==> config.mk <==
export PLATFORM = sky130hd
export DESIGN_NAME = fetch_unit
export DESIGN_NICKNAME = d
export VERILOG_FILES = /design/src/hw/fetch_pkg.sv /design/src/hw/fetch_req_ctrl.sv /design/src/hw/fetch_fifo.sv /design/src/hw/fetch_out_stage.sv /design/src/hw/fetch_unit.sv
export SDC_FILE = /design/constraint.sdc
export NUM_CORES = 1
export LEC_CHECK = 0
export ABC_AREA = 1
export BUFFER_PORTS_ARGS = -buffer_cell sky130_fd_sc_hd__buf_4
export CAP_MARGIN = 20
export CORE_AREA = 2 2 159 161
export CTS_CLUSTER_DIAMETER = 200
export DETAILED_ROUTE_END_ITERATION = 10
export DIE_AREA = 0 0 161 163
export GPL_TIMING_DRIVEN = 0
export PLACE_DENSITY = 0.74
export SYNTH_ARGS = -nofsm -noshare
export SYNTH_HDL_FRONTEND = slang
export SYNTH_SLANG_ARGS = --single-unit
==> constraint.sdc <==
create_clock -name clk_i -period 3.9 [get_ports clk_i]
set_clock_uncertainty 0.1 [all_clocks]
set_input_delay 0.195 -clock clk_i [delete_from_list [all_inputs] [get_ports clk_i]]
set_output_delay 0.195 -clock clk_i [all_outputs]
set_load 0.01 [all_outputs]
==> src/hw/fetch_pkg.sv <==
package fetch_pkg;

	localparam int unsigned ADDR_W = 32;
	localparam int unsigned DATA_W = 32;

	// at most this many granted requests wait for their rvalid
	localparam int unsigned NUM_REQS = 2;

	// one spare entry so in-flight responses always land while the decoder stalls
	localparam int unsigned FIFO_DEPTH = NUM_REQS + 1;

	localparam int unsigned PTR_W = $clog2(FIFO_DEPTH);

	// wide enough for a free count from zero up to FIFO_DEPTH
	localparam int unsigned FREE_W = $clog2(FIFO_DEPTH + 1);

	typedef struct packed {
		logic              req;
		logic [ADDR_W-1:0] addr;
	} instr_bus_req_t;

	typedef struct packed {
		logic              gnt;
		logic              rvalid;
		logic [DATA_W-1:0] rdata;
		logic              err;
	} instr_bus_rsp_t;

	typedef struct packed {
		logic [DATA_W-1:0] rdata;
		logic [ADDR_W-1:0] addr;
		logic              err;
	} fetch_entry_t;

	typedef enum logic {
		REQ_IDLE,
		REQ_HOLD
	} req_state_e;

endpackage

==> src/hw/fetch_req_ctrl.sv <==
`timescale 1ns/1ps

module fetch_req_ctrl (
	input  logic                         clk_i,
	input  logic                         rst_ni,
	input  logic                         req_i,
	input  logic                         branch_i,
	input  logic [fetch_pkg::ADDR_W-1:0] branch_addr_i,
	input  logic [fetch_pkg::FREE_W-1:0] fifo_free_i,
	output fetch_pkg::instr_bus_req_t    bus_req_o,
	input  fetch_pkg::instr_bus_rsp_t    bus_rsp_i,
	output logic                         resp_valid_o,
	output logic                         busy_o
);

	fetch_pkg::req_state_e state_q;
	fetch_pkg::req_state_e state_d;

	logic [fetch_pkg::ADDR_W-1:0] stored_addr_q;
	logic                         hold_discard_q;
	logic                         hold_discard_d;

	logic [fetch_pkg::ADDR_W-1:0] fetch_addr_q;
	logic [fetch_pkg::ADDR_W-1:0] fetch_addr_d;
	logic [fetch_pkg::ADDR_W-1:0] branch_addr_aligned;
	logic [fetch_pkg::ADDR_W-1:0] req_addr;

	logic [fetch_pkg::NUM_REQS-1:0] outst_q;
	logic [fetch_pkg::NUM_REQS-1:0] outst_n;
	logic [fetch_pkg::NUM_REQS-1:0] outst_d;
	logic [fetch_pkg::NUM_REQS-1:0] discard_q;
	logic [fetch_pkg::NUM_REQS-1:0] discard_n;
	logic [fetch_pkg::NUM_REQS-1:0] discard_d;
	logic [fetch_pkg::FREE_W-1:0]   outst_cnt;

	logic holding;
	logic new_req;
	logic req_valid;
	logic granted;
	logic grant_discard;
	logic rsp_in;

	assign branch_addr_aligned = {branch_addr_i[fetch_pkg::ADDR_W-1:2], 2'b00};

	always_comb begin
		outst_cnt = '0;
		for (int k = 0; k < fetch_pkg::NUM_REQS; k++) begin
			outst_cnt = outst_cnt + fetch_pkg::FREE_W'(outst_q[k]);
		end
	end

	assign holding = (state_q == fetch_pkg::REQ_HOLD);

	// a fresh request needs a free FIFO slot for every response that could still arrive
	// the branch clears the FIFO in this same cycle so its space check is skipped
	assign new_req = req_i & ~holding & ~outst_q[fetch_pkg::NUM_REQS-1] &
		(branch_i | (fifo_free_i > outst_cnt));

	assign req_valid = holding | new_req;

	// a held address stays frozen until granted, even across a branch
	assign req_addr = holding ? stored_addr_q :
		(branch_i ? branch_addr_aligned : fetch_addr_q);

	assign granted = req_valid & bus_rsp_i.gnt;

	// the held request belongs to the old stream once a branch has been seen
	assign grant_discard = holding & (hold_discard_q | branch_i);

	assign rsp_in = outst_q[0] & bus_rsp_i.rvalid;

	assign state_d = (req_valid & ~bus_rsp_i.gnt) ? fetch_pkg::REQ_HOLD : fetch_pkg::REQ_IDLE;
	assign hold_discard_d = grant_discard & ~bus_rsp_i.gnt;

	always_comb begin
		fetch_addr_d = branch_i ? branch_addr_aligned : fetch_addr_q;
		if (new_req) begin
			fetch_addr_d = fetch_addr_d + fetch_pkg::ADDR_W'(4);
		end
	end

	always_ff @(posedge clk_i) begin
		if (new_req & ~bus_rsp_i.gnt) begin
			stored_addr_q <= req_addr;
		end
	end

	// slot 0 is always the oldest outstanding request and the one rvalid answers
	for (genvar i = 0; i < fetch_pkg::NUM_REQS; i++) begin : g_outst
		if (i == 0) begin : g_first
			assign outst_n[i] = granted | outst_q[i];
			assign discard_n[i] = (granted & grant_discard) | (branch_i & outst_q[i]) |
				discard_q[i];
		end else begin : g_rest
			assign outst_n[i] = (granted & outst_q[i-1]) | outst_q[i];
			assign discard_n[i] = (granted & grant_discard & outst_q[i-1]) |
				(branch_i & outst_q[i]) | discard_q[i];
		end
	end

	assign outst_d = rsp_in ? (outst_n >> 1) : outst_n;
	assign discard_d = rsp_in ? (discard_n >> 1) : discard_n;

	always_ff @(posedge clk_i or negedge rst_ni) begin
		if (!rst_ni) begin
			state_q        <= fetch_pkg::REQ_IDLE;
			hold_discard_q <= 1'b0;
			fetch_addr_q   <= '0;
			outst_q        <= '0;
			discard_q      <= '0;
		end else begin
			state_q        <= state_d;
			hold_discard_q <= hold_discard_d;
			fetch_addr_q   <= fetch_addr_d;
			outst_q        <= outst_d;
			discard_q      <= discard_d;
		end
	end

	// a response arriving in the branch cycle still belongs to the old stream
	assign resp_valid_o = rsp_in & ~discard_q[0] & ~branch_i;

	assign bus_req_o.req  = req_valid;
	assign bus_req_o.addr = req_addr;

	assign busy_o = (|outst_q) | req_valid;

endmodule

==> src/hw/fetch_fifo.sv <==
`timescale 1ns/1ps

module fetch_fifo (
	input  logic                         clk_i,
	input  logic                         rst_ni,
	input  logic                         clear_i,
	input  logic [fetch_pkg::ADDR_W-1:0] clear_addr_i,
	input  logic                         in_valid_i,
	input  logic [fetch_pkg::DATA_W-1:0] in_rdata_i,
	input  logic                         in_err_i,
	output logic [fetch_pkg::FREE_W-1:0] free_o,
	output logic                         out_valid_o,
	output fetch_pkg::fetch_entry_t      out_entry_o,
	input  logic                         out_ready_i
);

	logic [fetch_pkg::DATA_W-1:0] rdata_mem [fetch_pkg::FIFO_DEPTH];
	logic [fetch_pkg::FIFO_DEPTH-1:0] err_mem;

	logic [fetch_pkg::PTR_W-1:0]  wr_ptr_q;
	logic [fetch_pkg::PTR_W-1:0]  rd_ptr_q;
	logic [fetch_pkg::FREE_W-1:0] count_q;
	logic [fetch_pkg::ADDR_W-1:0] head_addr_q;

	logic push;
	logic pop;

	function automatic logic [fetch_pkg::PTR_W-1:0] ptr_inc(
		input logic [fetch_pkg::PTR_W-1:0] ptr
	);
		if (ptr == fetch_pkg::PTR_W'(fetch_pkg::FIFO_DEPTH - 1)) begin
			return '0;
		end
		return ptr + 1'b1;
	endfunction

	// the request controller never issues beyond free space so a push always fits
	assign push = in_valid_i & ~clear_i;
	assign pop  = out_valid_o & out_ready_i & ~clear_i;

	always_ff @(posedge clk_i) begin
		if (push) begin
			rdata_mem[wr_ptr_q] <= in_rdata_i;
			err_mem[wr_ptr_q]   <= in_err_i;
		end
	end

	always_ff @(posedge clk_i or negedge rst_ni) begin
		if (!rst_ni) begin
			wr_ptr_q <= '0;
			rd_ptr_q <= '0;
			count_q  <= '0;
		end else if (clear_i) begin
			wr_ptr_q <= '0;
			rd_ptr_q <= '0;
			count_q  <= '0;
		end else begin
			if (push) begin
				wr_ptr_q <= ptr_inc(wr_ptr_q);
			end
			if (pop) begin
				rd_ptr_q <= ptr_inc(rd_ptr_q);
			end
			case ({push, pop})
				2'b10: count_q <= count_q + 1'b1;
				2'b01: count_q <= count_q - 1'b1;
				default: count_q <= count_q;
			endcase
		end
	end

	// words come back in order, so the head address is enough to tag every entry
	always_ff @(posedge clk_i or negedge rst_ni) begin
		if (!rst_ni) begin
			head_addr_q <= '0;
		end else if (clear_i) begin
			head_addr_q <= {clear_addr_i[fetch_pkg::ADDR_W-1:2], 2'b00};
		end else if (pop) begin
			head_addr_q <= head_addr_q + fetch_pkg::ADDR_W'(4);
		end
	end

	assign out_valid_o = (count_q != '0);

	assign out_entry_o.rdata = rdata_mem[rd_ptr_q];
	assign out_entry_o.addr  = head_addr_q;
	assign out_entry_o.err   = err_mem[rd_ptr_q];

	assign free_o = fetch_pkg::FREE_W'(fetch_pkg::FIFO_DEPTH) - count_q;

endmodule

==> src/hw/fetch_out_stage.sv <==
`timescale 1ns/1ps

module fetch_out_stage (
	input  logic                    clk_i,
	input  logic                    rst_ni,
	input  logic                    flush_i,
	input  logic                    in_valid_i,
	input  fetch_pkg::fetch_entry_t in_entry_i,
	output logic                    in_ready_o,
	output logic                    valid_o,
	output fetch_pkg::fetch_entry_t entry_o,
	input  logic                    ready_i
);

	logic                    valid_q;
	fetch_pkg::fetch_entry_t entry_q;
	logic                    load;

	// the slot takes a new word when empty or when the decoder drains it this cycle
	assign in_ready_o = ~valid_q | ready_i;
	assign load       = in_valid_i & in_ready_o & ~flush_i;

	always_ff @(posedge clk_i or negedge rst_ni) begin
		if (!rst_ni) begin
			valid_q <= 1'b0;
		end else if (flush_i) begin
			valid_q <= 1'b0;
		end else if (in_ready_o) begin
			valid_q <= in_valid_i;
		end
	end

	always_ff @(posedge clk_i) begin
		if (load) begin
			entry_q <= in_entry_i;
		end
	end

	assign valid_o = valid_q;
	assign entry_o = entry_q;

endmodule

==> src/hw/fetch_unit.sv <==
`timescale 1ns/1ps

module fetch_unit (
	input  logic                         clk_i,
	input  logic                         rst_ni,
	input  logic                         req_i,
	input  logic                         branch_i,
	input  logic [fetch_pkg::ADDR_W-1:0] branch_addr_i,
	input  logic                         ready_i,
	output logic                         valid_o,
	output logic [fetch_pkg::DATA_W-1:0] rdata_o,
	output logic [fetch_pkg::ADDR_W-1:0] addr_o,
	output logic                         err_o,
	output logic                         busy_o,
	output logic                         instr_req_o,
	output logic [fetch_pkg::ADDR_W-1:0] instr_addr_o,
	input  logic                         instr_gnt_i,
	input  logic                         instr_rvalid_i,
	input  logic [fetch_pkg::DATA_W-1:0] instr_rdata_i,
	input  logic                         instr_err_i
);

	fetch_pkg::instr_bus_req_t    bus_req;
	fetch_pkg::instr_bus_rsp_t    bus_rsp;
	logic [fetch_pkg::FREE_W-1:0] fifo_free;
	logic                         resp_valid;
	logic                         fifo_valid;
	logic                         fifo_ready;
	fetch_pkg::fetch_entry_t      fifo_entry;
	fetch_pkg::fetch_entry_t      out_entry;

	assign bus_rsp.gnt    = instr_gnt_i;
	assign bus_rsp.rvalid = instr_rvalid_i;
	assign bus_rsp.rdata  = instr_rdata_i;
	assign bus_rsp.err    = instr_err_i;

	assign instr_req_o  = bus_req.req;
	assign instr_addr_o = bus_req.addr;

	fetch_req_ctrl i_req_ctrl (
		.clk_i         (clk_i),
		.rst_ni        (rst_ni),
		.req_i         (req_i),
		.branch_i      (branch_i),
		.branch_addr_i (branch_addr_i),
		.fifo_free_i   (fifo_free),
		.bus_req_o     (bus_req),
		.bus_rsp_i     (bus_rsp),
		.resp_valid_o  (resp_valid),
		.busy_o        (busy_o)
	);

	fetch_fifo i_fifo (
		.clk_i        (clk_i),
		.rst_ni       (rst_ni),
		.clear_i      (branch_i),
		.clear_addr_i (branch_addr_i),
		.in_valid_i   (resp_valid),
		.in_rdata_i   (bus_rsp.rdata),
		.in_err_i     (bus_rsp.err),
		.free_o       (fifo_free),
		.out_valid_o  (fifo_valid),
		.out_entry_o  (fifo_entry),
		.out_ready_i  (fifo_ready)
	);

	fetch_out_stage i_out (
		.clk_i      (clk_i),
		.rst_ni     (rst_ni),
		.flush_i    (branch_i),
		.in_valid_i (fifo_valid),
		.in_entry_i (fifo_entry),
		.in_ready_o (fifo_ready),
		.valid_o    (valid_o),
		.entry_o    (out_entry),
		.ready_i    (ready_i)
	);

	assign rdata_o = out_entry.rdata;
	assign addr_o  = out_entry.addr;
	assign err_o   = out_entry.err;

endmodule

==> metrics <==
worst slew pin tran=1.017 ns; Vias/cell=between 5 and 6; max-cap check violation count=0; Setup violations, final=0; final instance area=0.01539 sq mm; delay-heaviest family, CP=buffers and inverters; Post-Layout Cell Count=1809; Starting Density=48.91%; final worst-path cycle share=between 80% and 90%; CP peak stage delay=0.39 ns; CTS resizes=0; num ports=172; internal cell power=6.102 mW; Sw Share=about a third; Seq pwr share=approximately 45%; clock slew at reported path FFs=0.06 ns; static leakage=6.356 nW; DRT Wirelength=30.10 mm; top post-synthesis cells by area=edfxtp_1, dfrtp_1, nand2_1; CTS tree=done; routed via count=9386; Max FO, Critical Path=10; top-count cell post-synth=nand2_1; CP Class=register to output port; Clock power frac=28.6%; # H-tree levels=1; CP cell instances=inv_1, ha_1, ha_1, nand2_1, nand2_1, nand2_2, nand2_1, buf_6, buf_2, nand3_1, buf_4; worst hold slack=0.03799 ns; # DRC=0; relative slew slack=roughly a third; Filler Cell Count=1978; first-pass GRT wire length=46.93 mm; Post-DP Area=0.01385 sq mm; VDD IR-drop max=0.3378 mV; worst path bufs/invs=4; Detail Placement HPWL=about 21 mm; Sink Count=269; RSZ-0062 raised after global routing=no; most frequent cells after synthesis=nand2_1, edfxtp_1, nand3_1; ANT cells=0; Worst path slowest cell=dfrtp_1; status=finished, final reports clean; Starting DRT DRC Count=777; mapped cell area=0.01207 sq mm; post-layout net count=~1500; worst reg2reg setup slack=around 0.85 ns; Synth async-reset ratio=around 28%; Final GP Congestion=0.9120; Seq/Total Area, Yosys=around 64%; Syn Inst Count=1192; die width=161 um; largest net degree at the start of global routing=76; number of port buffers=between 150 and 200; maximum clock insertion buffer count=3; Arrival @ worst endpoint=2.83 ns; Synth Area per Inst=just over 10 sq um; GRT Util Overall=a little under a quarter; routed length per instance=~17 um; combinational share of power=a little over a quarter; cts bufs inserted=27; final hold violations=0; initial antenna violation count=0; final-report max-slew violation count=0; fraction of layout cells with a size suffix above 1=around a fifth; crit-path most repeated cell=nand2_1; maximum clock rate=320.5 MHz; Die Footprint=0.02624 sq mm; Period minus WS final=3.121 ns; core area=0.02467 sq mm; # rows=58; hold_buf cts=66; Area Overhead vs Synth=27.54%; Netlist cell types=42; Post-synth top flop=edfxtp_1; EDFF count, synth=194; chip height=163 um; root buffer cell=clkbuf_16; synth warn=0; Synth top area share=48.27%; First-pass DRT Iterations=5; grt ovf=0; Placed Cells=1694; Cell Pwr Density=around 580 mW/mm^2; NetSw=approximately 2.8 mW; vias in the first global route=9022; Clk Latency, worst-skew pair=0.54 ns; crit end category=output port; Hold Path Class=input pin to register; area leader, netlist=edfxtp_1; post-CTS setup buffer count=0; Antenna Violating Nets Remaining=0; WP data required=3.61 ns; Startpoint Class=register; Synth Register Bits=around 270
## routing by layer
layer	routed length (um)	global-route usage, %	share of wire [%]
met2	14190	37.03	47
met4	1015	8.644	3.4
met5	0	0	0
met3	1959	3.158	6.5
met1	12940	31.29	43
## power groups by stage
stage          Clock (mW)  Combinational [mW]  Sequential (mW)
5_1_grt              2.69                2.67             4.04
3_3_place_gp            0                2.26             4.03
3_5_place_dp            0                2.34             4.03
6_report             2.55                2.40             3.98
4_1_cts              2.58                2.41             3.98
2_1_floorplan           0                1.30             4.04
## cell usage in the layout, fill, tap and decap left out, types with 3 or more instances in the layout
master / instances
a21oi_1: 12
a31oi_1: 9
buf_1: 4
buf_2: 5
buf_4: 170
buf_6: 7
buf_8: 3
bufinv_16: 3
clkbuf_1: 30
clkbuf_16: 27
clkinv_1: 5
clkinv_2: 5
dfrtp_1: 75
dlygate4sd3_1: 66
edfxtp_1: 194
ha_1: 6
inv_1: 100
inv_2: 5
nand2_1: 326
nand2_2: 21
nand2_4: 3
nand3_1: 157
nand3_2: 4
nand3b_1: 5
nand4_1: 12
nor2_1: 84
nor2_2: 9
nor2_4: 14
nor3_1: 11
o211ai_1: 6
o21ai_0: 52
o22ai_1: 3
xor2_1: 22
## state kept, by name, indices dropped and copies added, names as in the netlist
name                       cells
i_req_ctrl.hold_discard_q      1
i_fifo.rdata_mem              96
i_fifo.err_mem                 3
i_fifo.count_q                 2
i_req_ctrl.holding             1
i_fifo.rd_ptr_q                2
i_req_ctrl.discard_q           2
i_fifo.wr_ptr_q                2
i_req_ctrl.outst_q             2
i_out.entry_o                 63
i_fifo.head_addr_q            30
i_req_ctrl.stored_addr_q      32
i_out.valid_o                  1
i_req_ctrl.fetch_addr_q       32
## worst paths after layout
kind	start	end	cells past startpoint
setup / recovery	i_req_ctrl.outst_q[0]	busy_o	11
hold / removal	req_i	i_req_ctrl.fetch_addr_q[6]	5
setup reg to reg	i_req_ctrl.outst_q[0]	i_req_ctrl.stored_addr_q[10]	10
hold reg to reg	i_req_ctrl.fetch_addr_q[1]	i_req_ctrl.fetch_addr_q[1]	2
max in group asynchronous	rst_ni	i_fifo.rd_ptr_q[1]	2
min in group asynchronous	rst_ni	i_fifo.head_addr_q[30]	2
## kinds of logic after synthesis
| group | after synthesis | synth area share [%] |
|---|---|---|
| and+or+nand+nor | 652 | 24.27 |
| DFF | 269 | 63.82 |
| buffers and inverters | 152 | 5.422 |
| AOI/OAI and AO/OA | 89 | 4.168 |
| xor gates and xnor gates | 23 | 1.669 |
| adders and majority gates | 6 | 0.6220 |
| other | 1 | 0.03107 |
## stage by stage
stage	setup TNS, ns	power, mW	setup slack [ns]	utilization (%)
2_1_floorplan	0	5.347	0.07673	-
3_3_place_gp	-66.65	6.289	-1.614	55.65
3_5_place_dp	0	6.371	0.8448	56.15
4_1_cts	0	8.974	0.7780	62.38
5_1_grt	0	9.402	0.6486	62.38
6_report	0	8.940	0.7795	62.38
## layout make-up
| type | count | area [sq um] | area share [%] |
|---|---|---|---|
| Sequential cell | 269 | 7702 | 50.04 |
| Multi-Input combinational cell | 772 | 3744 | 24.32 |
| Timing Repair Buffer | 237 | 1999 | 12.99 |
| Clock buffer | 35 | 725.7 | 4.715 |
| Tap cell | 330 | 412.9 | 2.682 |
| Inverter | 108 | 410.4 | 2.666 |
| Buffer | 44 | 246.5 | 1.601 |
| Clock inverter | 14 | 151.4 | 0.9836 |
## worst min-delay path, stage by stage
cell	delay (ns)
buf_4	0.12
nand2_1	0.06
nor2_1	0.07
nand3_2	0.12
xor2_1	0.07
Note: power is estimated with default switching activity, not from simulation.
